==> src/core_cfg.svh <==
// ----------------------------------------------------------------------
// core configuration macros
// data width, register file size, boot address and trap vector
// ----------------------------------------------------------------------

`ifndef CORE_CFG_SVH
`define CORE_CFG_SVH

// data and address width
`define XLEN 32

// integer register file
`define NR_REGS 32
`define REG_ADDR_W 5

// pc after reset
`define BOOT_ADDR 32'h0000_0000

// pc after an illegal instruction commits
`define TRAP_VECTOR 32'h0000_0100

`endif

==> src/core_pkg.sv <==
// ----------------------------------------------------------------------
// shared types of the core
// words, register numbers, opcodes, alu operations, fetch entries
// ----------------------------------------------------------------------

`default_nettype none

`include "core_cfg.svh"

package core_pkg;

  typedef logic [`XLEN-1:0]       xlen_t;
  typedef logic [`REG_ADDR_W-1:0] reg_idx_t;

  // major opcodes handled by the decoder
  typedef enum logic [6:0] {
    OPC_LUI    = 7'b0110111,
    OPC_JAL    = 7'b1101111,
    OPC_BRANCH = 7'b1100011,
    OPC_OP_IMM = 7'b0010011,
    OPC_OP     = 7'b0110011
  } opcode_e;

  // ----------------------------------------------------------------------
  // alu operations, branch compares included
  // ----------------------------------------------------------------------
  typedef enum logic [3:0] {
    ALU_ADD,
    ALU_SUB,
    ALU_XOR,
    ALU_OR,
    ALU_AND,
    ALU_PASS_B,
    ALU_LINK,
    ALU_BEQ,
    ALU_BNE
  } alu_op_e;

  // one fetched word with its pc
  typedef struct packed {
    logic        valid;
    xlen_t       pc;
    logic [31:0] instr;
  } fetch_entry_t;

  // source operands after bypass
  typedef struct packed {
    xlen_t a;
    xlen_t b;
  } operands_t;

endpackage

`default_nettype wire

==> src/core_ifs.sv <==
// ----------------------------------------------------------------------
// stage-to-stage interfaces
// issue_if   decode to execute
// commit_if  execute to commit, also seen by decode for bypass
// ----------------------------------------------------------------------

`timescale 1ns/1ps
`default_nettype none

interface issue_if import core_pkg::*; ();
  logic     valid;
  xlen_t    pc;
  alu_op_e  alu_op;
  reg_idx_t rd;
  logic     rd_we;
  xlen_t    operand_a;
  xlen_t    operand_b;
  xlen_t    branch_target;
  logic     illegal;

  modport issue_src (output valid, pc, alu_op, rd, rd_we, operand_a, operand_b,
                     branch_target, illegal);
  modport issue_dst (input valid, pc, alu_op, rd, rd_we, operand_a, operand_b,
                     branch_target, illegal);
endinterface

interface commit_if import core_pkg::*; ();
  logic     valid;
  xlen_t    pc;
  reg_idx_t rd;
  logic     we;
  xlen_t    result;
  logic     illegal;

  modport ex_src     (output valid, pc, rd, we, result, illegal);
  modport commit_dst (input valid, pc, rd, we, result, illegal);
  // read-only view for operand bypass
  modport fwd_view   (input valid, pc, rd, we, result, illegal);
endinterface

`default_nettype wire

==> src/frontend.sv <==
// ----------------------------------------------------------------------
// frontend
// pc register, redirect selection, fetch entry towards decode
// ----------------------------------------------------------------------

`timescale 1ns/1ps
`default_nettype none

`include "core_cfg.svh"

module frontend import core_pkg::*; (
  input  logic         clk_i,
  input  logic         rst_ni,
  // redirects from execute and commit
  input  logic         branch_redirect_i,
  input  xlen_t        branch_target_i,
  input  logic         exc_redirect_i,
  // instruction port, one cycle read latency
  output xlen_t        imem_addr_o,
  input  logic [31:0]  imem_rdata_i,
  // to decode
  output fetch_entry_t fetch_entry_o
);

  xlen_t pc_q, pc_d;
  xlen_t fetch_pc_q;
  logic  fetch_valid_q;

  assign imem_addr_o = pc_q;

  // exception wins, it belongs to the older instruction
  always_comb begin
    if (exc_redirect_i) begin
      pc_d = `TRAP_VECTOR;
    end else if (branch_redirect_i) begin
      pc_d = branch_target_i;
    end else begin
      pc_d = pc_q + xlen_t'(4);
    end
  end

  always_ff @(posedge clk_i or negedge rst_ni) begin
    if (!rst_ni) begin
      pc_q          <= `BOOT_ADDR;
      fetch_valid_q <= 1'b0;
    end else begin
      pc_q          <= pc_d;
      // word requested in a redirect cycle is on the wrong path
      fetch_valid_q <= ~(exc_redirect_i | branch_redirect_i);
    end
  end

  // pc travels alongside the word coming back from memory
  always_ff @(posedge clk_i) begin
    fetch_pc_q <= pc_q;
  end

  always_comb begin
    fetch_entry_o.valid = fetch_valid_q;
    fetch_entry_o.pc    = fetch_pc_q;
    fetch_entry_o.instr = imem_rdata_i;
  end

endmodule

`default_nettype wire

==> src/id_stage.sv <==
// ----------------------------------------------------------------------
// decode and issue stage
// decoder, register file, operand bypass, issue register
// ----------------------------------------------------------------------

`timescale 1ns/1ps
`default_nettype none

`include "core_cfg.svh"

module id_stage import core_pkg::*; (
  input  logic              clk_i,
  input  logic              rst_ni,
  input  fetch_entry_t      fetch_entry_i,
  input  logic              flush_i,
  // register write port from commit
  input  logic              wb_we_i,
  input  reg_idx_t          wb_rd_i,
  input  xlen_t             wb_data_i,
  // execute result for bypass
  commit_if.fwd_view        ex_fwd_i,
  issue_if.issue_src        issue
);

  logic [31:0] instr;
  opcode_e     opcode;
  logic [2:0]  funct3;
  logic [6:0]  funct7;
  reg_idx_t    rs1, rs2, rd;
  xlen_t       imm_i, imm_u, imm_b, imm_j;
  xlen_t       imm_op, imm_target;
  alu_op_e     alu_op;
  logic        rd_we, illegal, use_imm;
  operands_t   ops;
  xlen_t       regs_q [`NR_REGS];

  // issue register
  logic        valid_q;
  xlen_t       pc_q, target_q;
  alu_op_e     alu_op_q;
  reg_idx_t    rd_q;
  logic        rd_we_q, illegal_q;
  operands_t   ops_q;

  assign instr  = fetch_entry_i.instr;
  assign opcode = opcode_e'(instr[6:0]);
  assign funct3 = instr[14:12];
  assign funct7 = instr[31:25];
  assign rs1    = instr[19:15];
  assign rs2    = instr[24:20];
  assign rd     = instr[11:7];

  assign imm_i = {{20{instr[31]}}, instr[31:20]};
  assign imm_u = {instr[31:12], 12'b0};
  assign imm_b = {{19{instr[31]}}, instr[31], instr[7], instr[30:25], instr[11:8], 1'b0};
  assign imm_j = {{11{instr[31]}}, instr[31], instr[19:12], instr[20], instr[30:21], 1'b0};

  // ----------------------------------------------------------------------
  // decoder
  // ----------------------------------------------------------------------
  always_comb begin
    alu_op     = ALU_ADD;
    rd_we      = 1'b0;
    illegal    = 1'b0;
    use_imm    = 1'b0;
    imm_op     = imm_i;
    imm_target = imm_b;
    case (opcode)
      OPC_LUI: begin
        alu_op  = ALU_PASS_B;
        rd_we   = 1'b1;
        use_imm = 1'b1;
        imm_op  = imm_u;
      end
      OPC_JAL: begin
        alu_op     = ALU_LINK;
        rd_we      = 1'b1;
        imm_target = imm_j;
      end
      OPC_BRANCH: begin
        case (funct3)
          3'b000:  alu_op  = ALU_BEQ;
          3'b001:  alu_op  = ALU_BNE;
          default: illegal = 1'b1;
        endcase
      end
      OPC_OP_IMM: begin
        use_imm = 1'b1;
        rd_we   = 1'b1;
        case (funct3)
          3'b000:  alu_op  = ALU_ADD;
          3'b100:  alu_op  = ALU_XOR;
          3'b110:  alu_op  = ALU_OR;
          3'b111:  alu_op  = ALU_AND;
          default: illegal = 1'b1;
        endcase
      end
      OPC_OP: begin
        rd_we = 1'b1;
        case ({funct7, funct3})
          10'b0000000_000: alu_op  = ALU_ADD;
          10'b0100000_000: alu_op  = ALU_SUB;
          10'b0000000_100: alu_op  = ALU_XOR;
          10'b0000000_110: alu_op  = ALU_OR;
          10'b0000000_111: alu_op  = ALU_AND;
          default:         illegal = 1'b1;
        endcase
      end
      default: illegal = 1'b1;
    endcase
    if (illegal) begin
      rd_we = 1'b0;
    end
  end

  // newest value wins: execute, then write port, then register file
  function automatic xlen_t read_src(input reg_idx_t idx);
    xlen_t val;
    val = regs_q[idx];
    if (wb_we_i && wb_rd_i == idx) val = wb_data_i;
    if (ex_fwd_i.valid && ex_fwd_i.we && ex_fwd_i.rd == idx) val = ex_fwd_i.result;
    if (idx == '0) val = '0;
    return val;
  endfunction

  always_comb begin
    ops.a = read_src(rs1);
    ops.b = use_imm ? imm_op : read_src(rs2);
  end

  // x0 is never written, commit masks it
  always_ff @(posedge clk_i) begin
    if (wb_we_i) regs_q[wb_rd_i] <= wb_data_i;
  end

  always_ff @(posedge clk_i or negedge rst_ni) begin
    if (!rst_ni) valid_q <= 1'b0;
    else         valid_q <= fetch_entry_i.valid & ~flush_i;
  end

  always_ff @(posedge clk_i) begin
    pc_q      <= fetch_entry_i.pc;
    target_q  <= fetch_entry_i.pc + imm_target;
    alu_op_q  <= alu_op;
    rd_q      <= rd;
    rd_we_q   <= rd_we;
    illegal_q <= illegal;
    ops_q     <= ops;
  end

  assign issue.valid         = valid_q;
  assign issue.pc            = pc_q;
  assign issue.alu_op        = alu_op_q;
  assign issue.rd            = rd_q;
  assign issue.rd_we         = rd_we_q;
  assign issue.operand_a     = ops_q.a;
  assign issue.operand_b     = ops_q.b;
  assign issue.branch_target = target_q;
  assign issue.illegal       = illegal_q;

endmodule

`default_nettype wire

==> src/ex_stage.sv <==
// ----------------------------------------------------------------------
// execute stage
// alu, branch and jump resolution, result towards commit
// ----------------------------------------------------------------------

`timescale 1ns/1ps
`default_nettype none

module ex_stage import core_pkg::*; (
  issue_if.issue_dst issue,
  input  logic       exc_redirect_i,
  commit_if.ex_src   ex_out,
  output logic       branch_redirect_o,
  output xlen_t      branch_target_o
);

  xlen_t result;
  logic  taken;
  logic  ex_valid;

  // ----------------------------------------------------------------------
  // alu
  // ----------------------------------------------------------------------
  always_comb begin
    result = '0;
    taken  = 1'b0;
    case (issue.alu_op)
      ALU_ADD:    result = issue.operand_a + issue.operand_b;
      ALU_SUB:    result = issue.operand_a - issue.operand_b;
      ALU_XOR:    result = issue.operand_a ^ issue.operand_b;
      ALU_OR:     result = issue.operand_a | issue.operand_b;
      ALU_AND:    result = issue.operand_a & issue.operand_b;
      // lui immediate arrives on operand b
      ALU_PASS_B: result = issue.operand_b;
      ALU_LINK: begin
        result = issue.pc + xlen_t'(4);
        taken  = 1'b1;
      end
      ALU_BEQ:    taken = (issue.operand_a == issue.operand_b);
      ALU_BNE:    taken = (issue.operand_a != issue.operand_b);
      default:    result = '0;
    endcase
  end

  // a trap at commit kills whatever sits here
  assign ex_valid = issue.valid & ~exc_redirect_i;

  // predicted not taken, so any taken branch or jal redirects
  assign branch_redirect_o = ex_valid & taken & ~issue.illegal;
  assign branch_target_o   = issue.branch_target;

  assign ex_out.valid   = ex_valid;
  assign ex_out.pc      = issue.pc;
  assign ex_out.rd      = issue.rd;
  assign ex_out.we      = issue.rd_we;
  assign ex_out.result  = result;
  assign ex_out.illegal = issue.illegal;

endmodule

`default_nettype wire

==> src/commit_stage.sv <==
// ----------------------------------------------------------------------
// commit stage
// commit register, write-back, trace outputs, exception redirect
// ----------------------------------------------------------------------

`timescale 1ns/1ps
`default_nettype none

module commit_stage import core_pkg::*; (
  input  logic          clk_i,
  input  logic          rst_ni,
  commit_if.commit_dst  ex_in,
  // register write port
  output logic          wb_we_o,
  output reg_idx_t      wb_rd_o,
  output xlen_t         wb_data_o,
  output logic          exc_redirect_o,
  // commit trace
  output logic          commit_valid_o,
  output logic          commit_exc_o,
  output logic          commit_we_o,
  output xlen_t         commit_pc_o,
  output reg_idx_t      commit_rd_o,
  output xlen_t         commit_wdata_o
);

  logic     valid_q, we_q, illegal_q;
  xlen_t    pc_q, result_q;
  reg_idx_t rd_q;
  logic     exc, we;

  always_ff @(posedge clk_i or negedge rst_ni) begin
    if (!rst_ni) valid_q <= 1'b0;
    else         valid_q <= ex_in.valid;
  end

  always_ff @(posedge clk_i) begin
    pc_q      <= ex_in.pc;
    rd_q      <= ex_in.rd;
    we_q      <= ex_in.we;
    result_q  <= ex_in.result;
    illegal_q <= ex_in.illegal;
  end

  assign exc = valid_q & illegal_q;
  // no write for x0 or a trapping instruction
  assign we  = valid_q & we_q & ~illegal_q & (rd_q != '0);

  assign exc_redirect_o = exc;

  assign wb_we_o   = we;
  assign wb_rd_o   = rd_q;
  assign wb_data_o = result_q;

  assign commit_valid_o = valid_q;
  assign commit_exc_o   = exc;
  assign commit_we_o    = we;
  assign commit_pc_o    = pc_q;
  assign commit_rd_o    = rd_q;
  assign commit_wdata_o = result_q;

endmodule

`default_nettype wire

==> src/core_top.sv <==
// ----------------------------------------------------------------------
// core top level
// frontend, decode/issue, execute and commit with plain ports
// ----------------------------------------------------------------------

`timescale 1ns/1ps
`default_nettype none

module core_top import core_pkg::*; (
  input  logic        clk_i,
  input  logic        rst_ni,
  // instruction port
  output xlen_t       imem_addr_o,
  input  logic [31:0] imem_rdata_i,
  // commit trace
  output logic        commit_valid_o,
  output xlen_t       commit_pc_o,
  output logic        commit_exc_o,
  output logic        commit_we_o,
  output reg_idx_t    commit_rd_o,
  output xlen_t       commit_wdata_o
);

  // ----------------------------------------------------------------------
  // stage wiring
  // ----------------------------------------------------------------------
  fetch_entry_t fetch_entry;
  logic         branch_redirect;
  xlen_t        branch_target;
  logic         exc_redirect;
  logic         flush;
  logic         wb_we;
  reg_idx_t     wb_rd;
  xlen_t        wb_data;

  issue_if  issue_bus ();
  commit_if commit_bus ();

  // either redirect empties decode
  assign flush = branch_redirect | exc_redirect;

  frontend frontend_i (
    .clk_i             ( clk_i           ),
    .rst_ni            ( rst_ni          ),
    .branch_redirect_i ( branch_redirect ),
    .branch_target_i   ( branch_target   ),
    .exc_redirect_i    ( exc_redirect    ),
    .imem_addr_o       ( imem_addr_o     ),
    .imem_rdata_i      ( imem_rdata_i    ),
    .fetch_entry_o     ( fetch_entry     )
  );

  id_stage id_stage_i (
    .clk_i         ( clk_i       ),
    .rst_ni        ( rst_ni      ),
    .fetch_entry_i ( fetch_entry ),
    .flush_i       ( flush       ),
    .wb_we_i       ( wb_we       ),
    .wb_rd_i       ( wb_rd       ),
    .wb_data_i     ( wb_data     ),
    .ex_fwd_i      ( commit_bus  ),
    .issue         ( issue_bus   )
  );

  ex_stage ex_stage_i (
    .issue             ( issue_bus       ),
    .exc_redirect_i    ( exc_redirect    ),
    .ex_out            ( commit_bus      ),
    .branch_redirect_o ( branch_redirect ),
    .branch_target_o   ( branch_target   )
  );

  commit_stage commit_stage_i (
    .clk_i          ( clk_i          ),
    .rst_ni         ( rst_ni         ),
    .ex_in          ( commit_bus     ),
    .wb_we_o        ( wb_we          ),
    .wb_rd_o        ( wb_rd          ),
    .wb_data_o      ( wb_data        ),
    .exc_redirect_o ( exc_redirect   ),
    .commit_valid_o ( commit_valid_o ),
    .commit_exc_o   ( commit_exc_o   ),
    .commit_we_o    ( commit_we_o    ),
    .commit_pc_o    ( commit_pc_o    ),
    .commit_rd_o    ( commit_rd_o    ),
    .commit_wdata_o ( commit_wdata_o )
  );

endmodule

`default_nettype wire

==> config.mk <==
export PLATFORM = sky130hd
export DESIGN_NAME = core_top
export DESIGN_NICKNAME = d
export VERILOG_FILES = /design/src/core_pkg.sv /design/src/core_ifs.sv /design/src/frontend.sv /design/src/id_stage.sv /design/src/ex_stage.sv /design/src/commit_stage.sv /design/src/core_top.sv
export VERILOG_INCLUDE_DIRS = /design/src
export SDC_FILE = /design/constraint.sdc
export NUM_CORES = 2
export LEC_CHECK = 0
export BUFFER_PORTS_ARGS = -buffer_cell sky130_fd_sc_hd__clkbuf_2
export CORE_ASPECT_RATIO = 0.8
export CORE_MARGIN = 4
export CORE_UTILIZATION = 60
export DETAILED_ROUTE_END_ITERATION = 8
export GPL_TIMING_DRIVEN = 0
export PLACE_DENSITY = 0.77
export REMOVE_ABC_BUFFERS = 1
export SETUP_SLACK_MARGIN = 0.02
export SYNTH_ARGS = -nofsm -noshare
export SYNTH_HDL_FRONTEND = slang
export SYNTH_SLANG_ARGS = --single-unit
==> constraint.sdc <==
create_clock -name clk_i -period 4.1 [get_ports clk_i]
set_clock_uncertainty 0.1 [all_clocks]
set_input_delay 0.205 -clock clk_i [delete_from_list [all_inputs] [get_ports clk_i]]
set_output_delay 0.205 -clock clk_i [all_outputs]
set_load 0.05 [all_outputs]
==> reports/metrics.cfg <==
[sta]
maxSlewViolCount=0
setup_viol=0
rsz0062_at_grt=no
tns_ps=0
fmax_mhz=249.6
slew_headroom_pct=9.205
holdWs_ps=46.68
hold_violations=0
fin_crit_sh_pct=97.73
worst_slew_pin_slew_ps=1357
min_period_ps=4007

[synth]
async_reset_ff_share_pct=2.692
synth-compound-area-share_pct=6.688
synth_seq_cells=1300
yosys.area_share.simple_pct=4.661
synthXorXnorAreaFrac_pct=1.458
syn_avg_cell_area_um2=16.13
synth_commonest_cells=edfxtp_1 (1024), mux4_2 (640), dfxtp_1 (241)
synth.distinct_cells=92
yosysSeqAreaShare_pct=57.78
syn_inst=3912
synth_top_area_cell=edfxtp_1
synth_area_leaders=edfxtp_1 (49%), mux4_2 (23%), dfxtp_1 (7.6%)
synth.most_common_cell=edfxtp_1
synthFlopType=edfxtp_1
yosys.area.top_type_share_pct=48.74
synthAdderAreaFrac_pct=2.793
synth_area_um2=63090
synth_edf_count=1024
synth.area.mux_share_pct=24.15
yosysWarningCount=0
synth_top_family_by_area=multiplexers

[cells_and_area]
drive_gt1_share_pct=27.73
postLayoutCellArea_um2=71500
final_nets=4242
syn2layout_area_growth_pct=13.33
final_util_pct=68.50
nFillCells=6556

[power]
combinationalPowerShare_pct=15.5
power.leakage_nw=24.67
switchingPower_mw=10.11
peakVddDrop_mv=0.5895
power_frac_seq_pct=51.5
powerDensity_nw_per_um2=484.5
p_clk_share_pct=33.0
swShare_pct=29.18
p_int_mw=24.53

[global_routing]
antenna_found_initial=3
grt_pass1_vias=40610
grt_max_degree=97
gr-usage-all-layers_pct=35.87
gr-total-overflow=0
grt_pass1_wl_um=286100

[floorplanning]
fp.dieH_um=298.0
ioPinCount=138
start_util_pct=60.44
fp.dieW_um=370.5
die_area_um2=110400
core_area_um2=104400
rows=106

[setup_path]
r2r-end=id_stage_i.issue.operand_b[25]
reg2reg_from=id_stage_i.issue.operand_a[15]
crit_fanout=14
cp_slowest_stage_delay_ps=590
regToRegSetupSlack_ps=90
cp_cell_sequence=inv_1 > ha_1 > nor2b_1 > a211oi_1 > o211ai_1 > nor4_2 > nor3_2 > nor4_1 > mux2i_1 > o211ai_1 > nand2_1 > o211ai_1
required_ps=4570
start_kind=flip-flop
crit_start=id_stage_i.issue.operand_a[15]
cp_slowest_cell=ha_1
r2r_cells=12
timing_worst_setup_path_type=flip-flop to flip-flop
cp_data_arrival_time_ps=4480
worstSetupEndpointType=flip-flop
crit_top_cell=o211ai_1

[routing]
vias=40990
drc=0
viasPerCell=7.352
ant_nets=0
drt-total-wl_um=198100
dr.pass1.iters=6
wl_per_cell_um=35.53
drt-initial-drc-count=6629

[status]
status=finished clean

[cts]
htreeDepth=3
cts_sinks=1300
path_clk_slew_ps=70
cts_root_buffer=clkbuf_16
clk_latency_ps=750
cts_buffer_depth=3
cts_buffers=118
cts_tree=done

[worst_hold_path]
whs_path_depth=2
hold_path.startpoint=imem_rdata_i[7]
holdPathEnd=id_stage_i.issue.rd[0]
hold_path.class=primary input to flip-flop

[place]
io_buffers=137
dp_hpwl_um=122700
gp_congestion=1.036
placed_cell_area_um2=67020

[flow_run]
maxCapViolations=0

-- cell usage in the layout (no fill, tap or decap), drive strengths merged, types with 16 or more instances in the layout --
master and instances:
clkbuf 302, and3 22, a21oi 145, mux4 640
a211oi 66, o21ai 115, nor2 234, buf 100
nand4 27, ha 136, inv 136, mux2i 75
o221ai 27, dfxtp 241, clkinv 40, dlygate4sd3 28
conb 32, nand3 37, a21o 35, nor3 33
xor2 52, edfxtp 1024, dfrtp 35, nand2 184
o211ai 28, o21bai 18, o31ai 18, a22oi 16
xnor2 53
-- stage by stage --
stage	cells	total power [mW]	setup slack, ps
finish	5575	34.64	93.18
CTS	5571	34.47	71.89
global route	5573	35.76	6.649
detailed placement	5322	23.17	-1361
global placement	5222	23.49	-11830
floorplan	3681	20.79	-29.23
-- critical path: cells and delay by family, from the launching register on --
family,cells,cell delay (ps)
buf+inv,1,70
compound gates,4,1050
flops,1,410
simple gates,5,1380
mux,1,250
fa+ha+maj,1,590
-- cell type report --
class,instances,area [µm²],area share (%)
multi-input cells,2250,25630,35.85
clock inverters,57,583.1,0.8155
inverters,131,491.7,0.6877
flip-flops and latches,1300,36450,50.98
diodes,2,5.005,0.007000
clock buffers,163,3374,4.720
repair buffers,268,3204,4.482
well taps,1404,1757,2.457
-- timing repair --
action / 4_1_cts / 5_1_grt
setup buffers: 0 / 0
pin swaps: 0 / 1
endpoints found under the hold margin: 66 / 0
gates resized for setup: 8 / 23
endpoints found under the setup margin: 15 / 36
hold buffers: 28 / 0
gates cloned: 1 / 2
-- power groups by stage --
stage | logic (mW) | registers [mW] | clock network (mW)
6_report | 5.37 | 17.9 | 11.4
5_1_grt | 5.63 | 18.0 | 12.1
4_1_cts | 5.20 | 17.8 | 11.5
3_5_place_dp | 5.11 | 18.1 | 0
3_3_place_gp | 5.52 | 18.0 | 0
2_1_floorplan | 2.75 | 18.0 | 0
-- worst max-delay path by stage --
stage | end | slack (ps) | cells after the start
after floorplan | id_stage_i.issue.operand_b[31] | -30 | 8
after global placement | id_stage_i.issue.operand_a[28] | -11830 | 6
after detailed placement | id_stage_i.issue.branch_target[31] | -1360 | 17
after CTS | id_stage_i.issue.operand_b[26] | 70 | 13
after global routing | id_stage_i.issue.branch_target[17] | 7 | 17
final | id_stage_i.issue.operand_b[25] | 90 | 12
-- state kept, by name (all words and copies together), names as in the netlist, 4 cells and up --
name                            flops
id_stage_i.issue.rd                 5
commit_stage_i.commit_wdata_o      32
frontend_i.imem_addr_o             32
commit_stage_i.commit_rd_o          5
commit_stage_i.commit_pc_o         32
frontend_i.fetch_pc_q              32
id_stage_i.issue.operand_a         32
id_stage_i.issue.branch_target     31
id_stage_i.issue.alu_op             4
id_stage_i.issue.pc                32
id_stage_i.issue.operand_b         32
id_stage_i.regs_q                1024
-- routing by layer --
layer | global-route usage (%) | vias to the layer above | wire length [µm]
met5 | 0 | - | 0
li1 | - | 16190 | -
met4 | 16.33 | 0 | 11560
met3 | 10.05 | 665 | 27300
met2 | 53.18 | 3242 | 89460
met1 | 50.19 | 20890 | 69770
-- logic make-up after synthesis --
logic type / Yosys count
flops: 1300
mux: 721
simple gates: 637
compound gates: 616
buf+inv: 393
fa+ha+maj: 139
xor+xnor: 105
other cells: 1
Note: power is estimated with default switching activity, not from simulation.
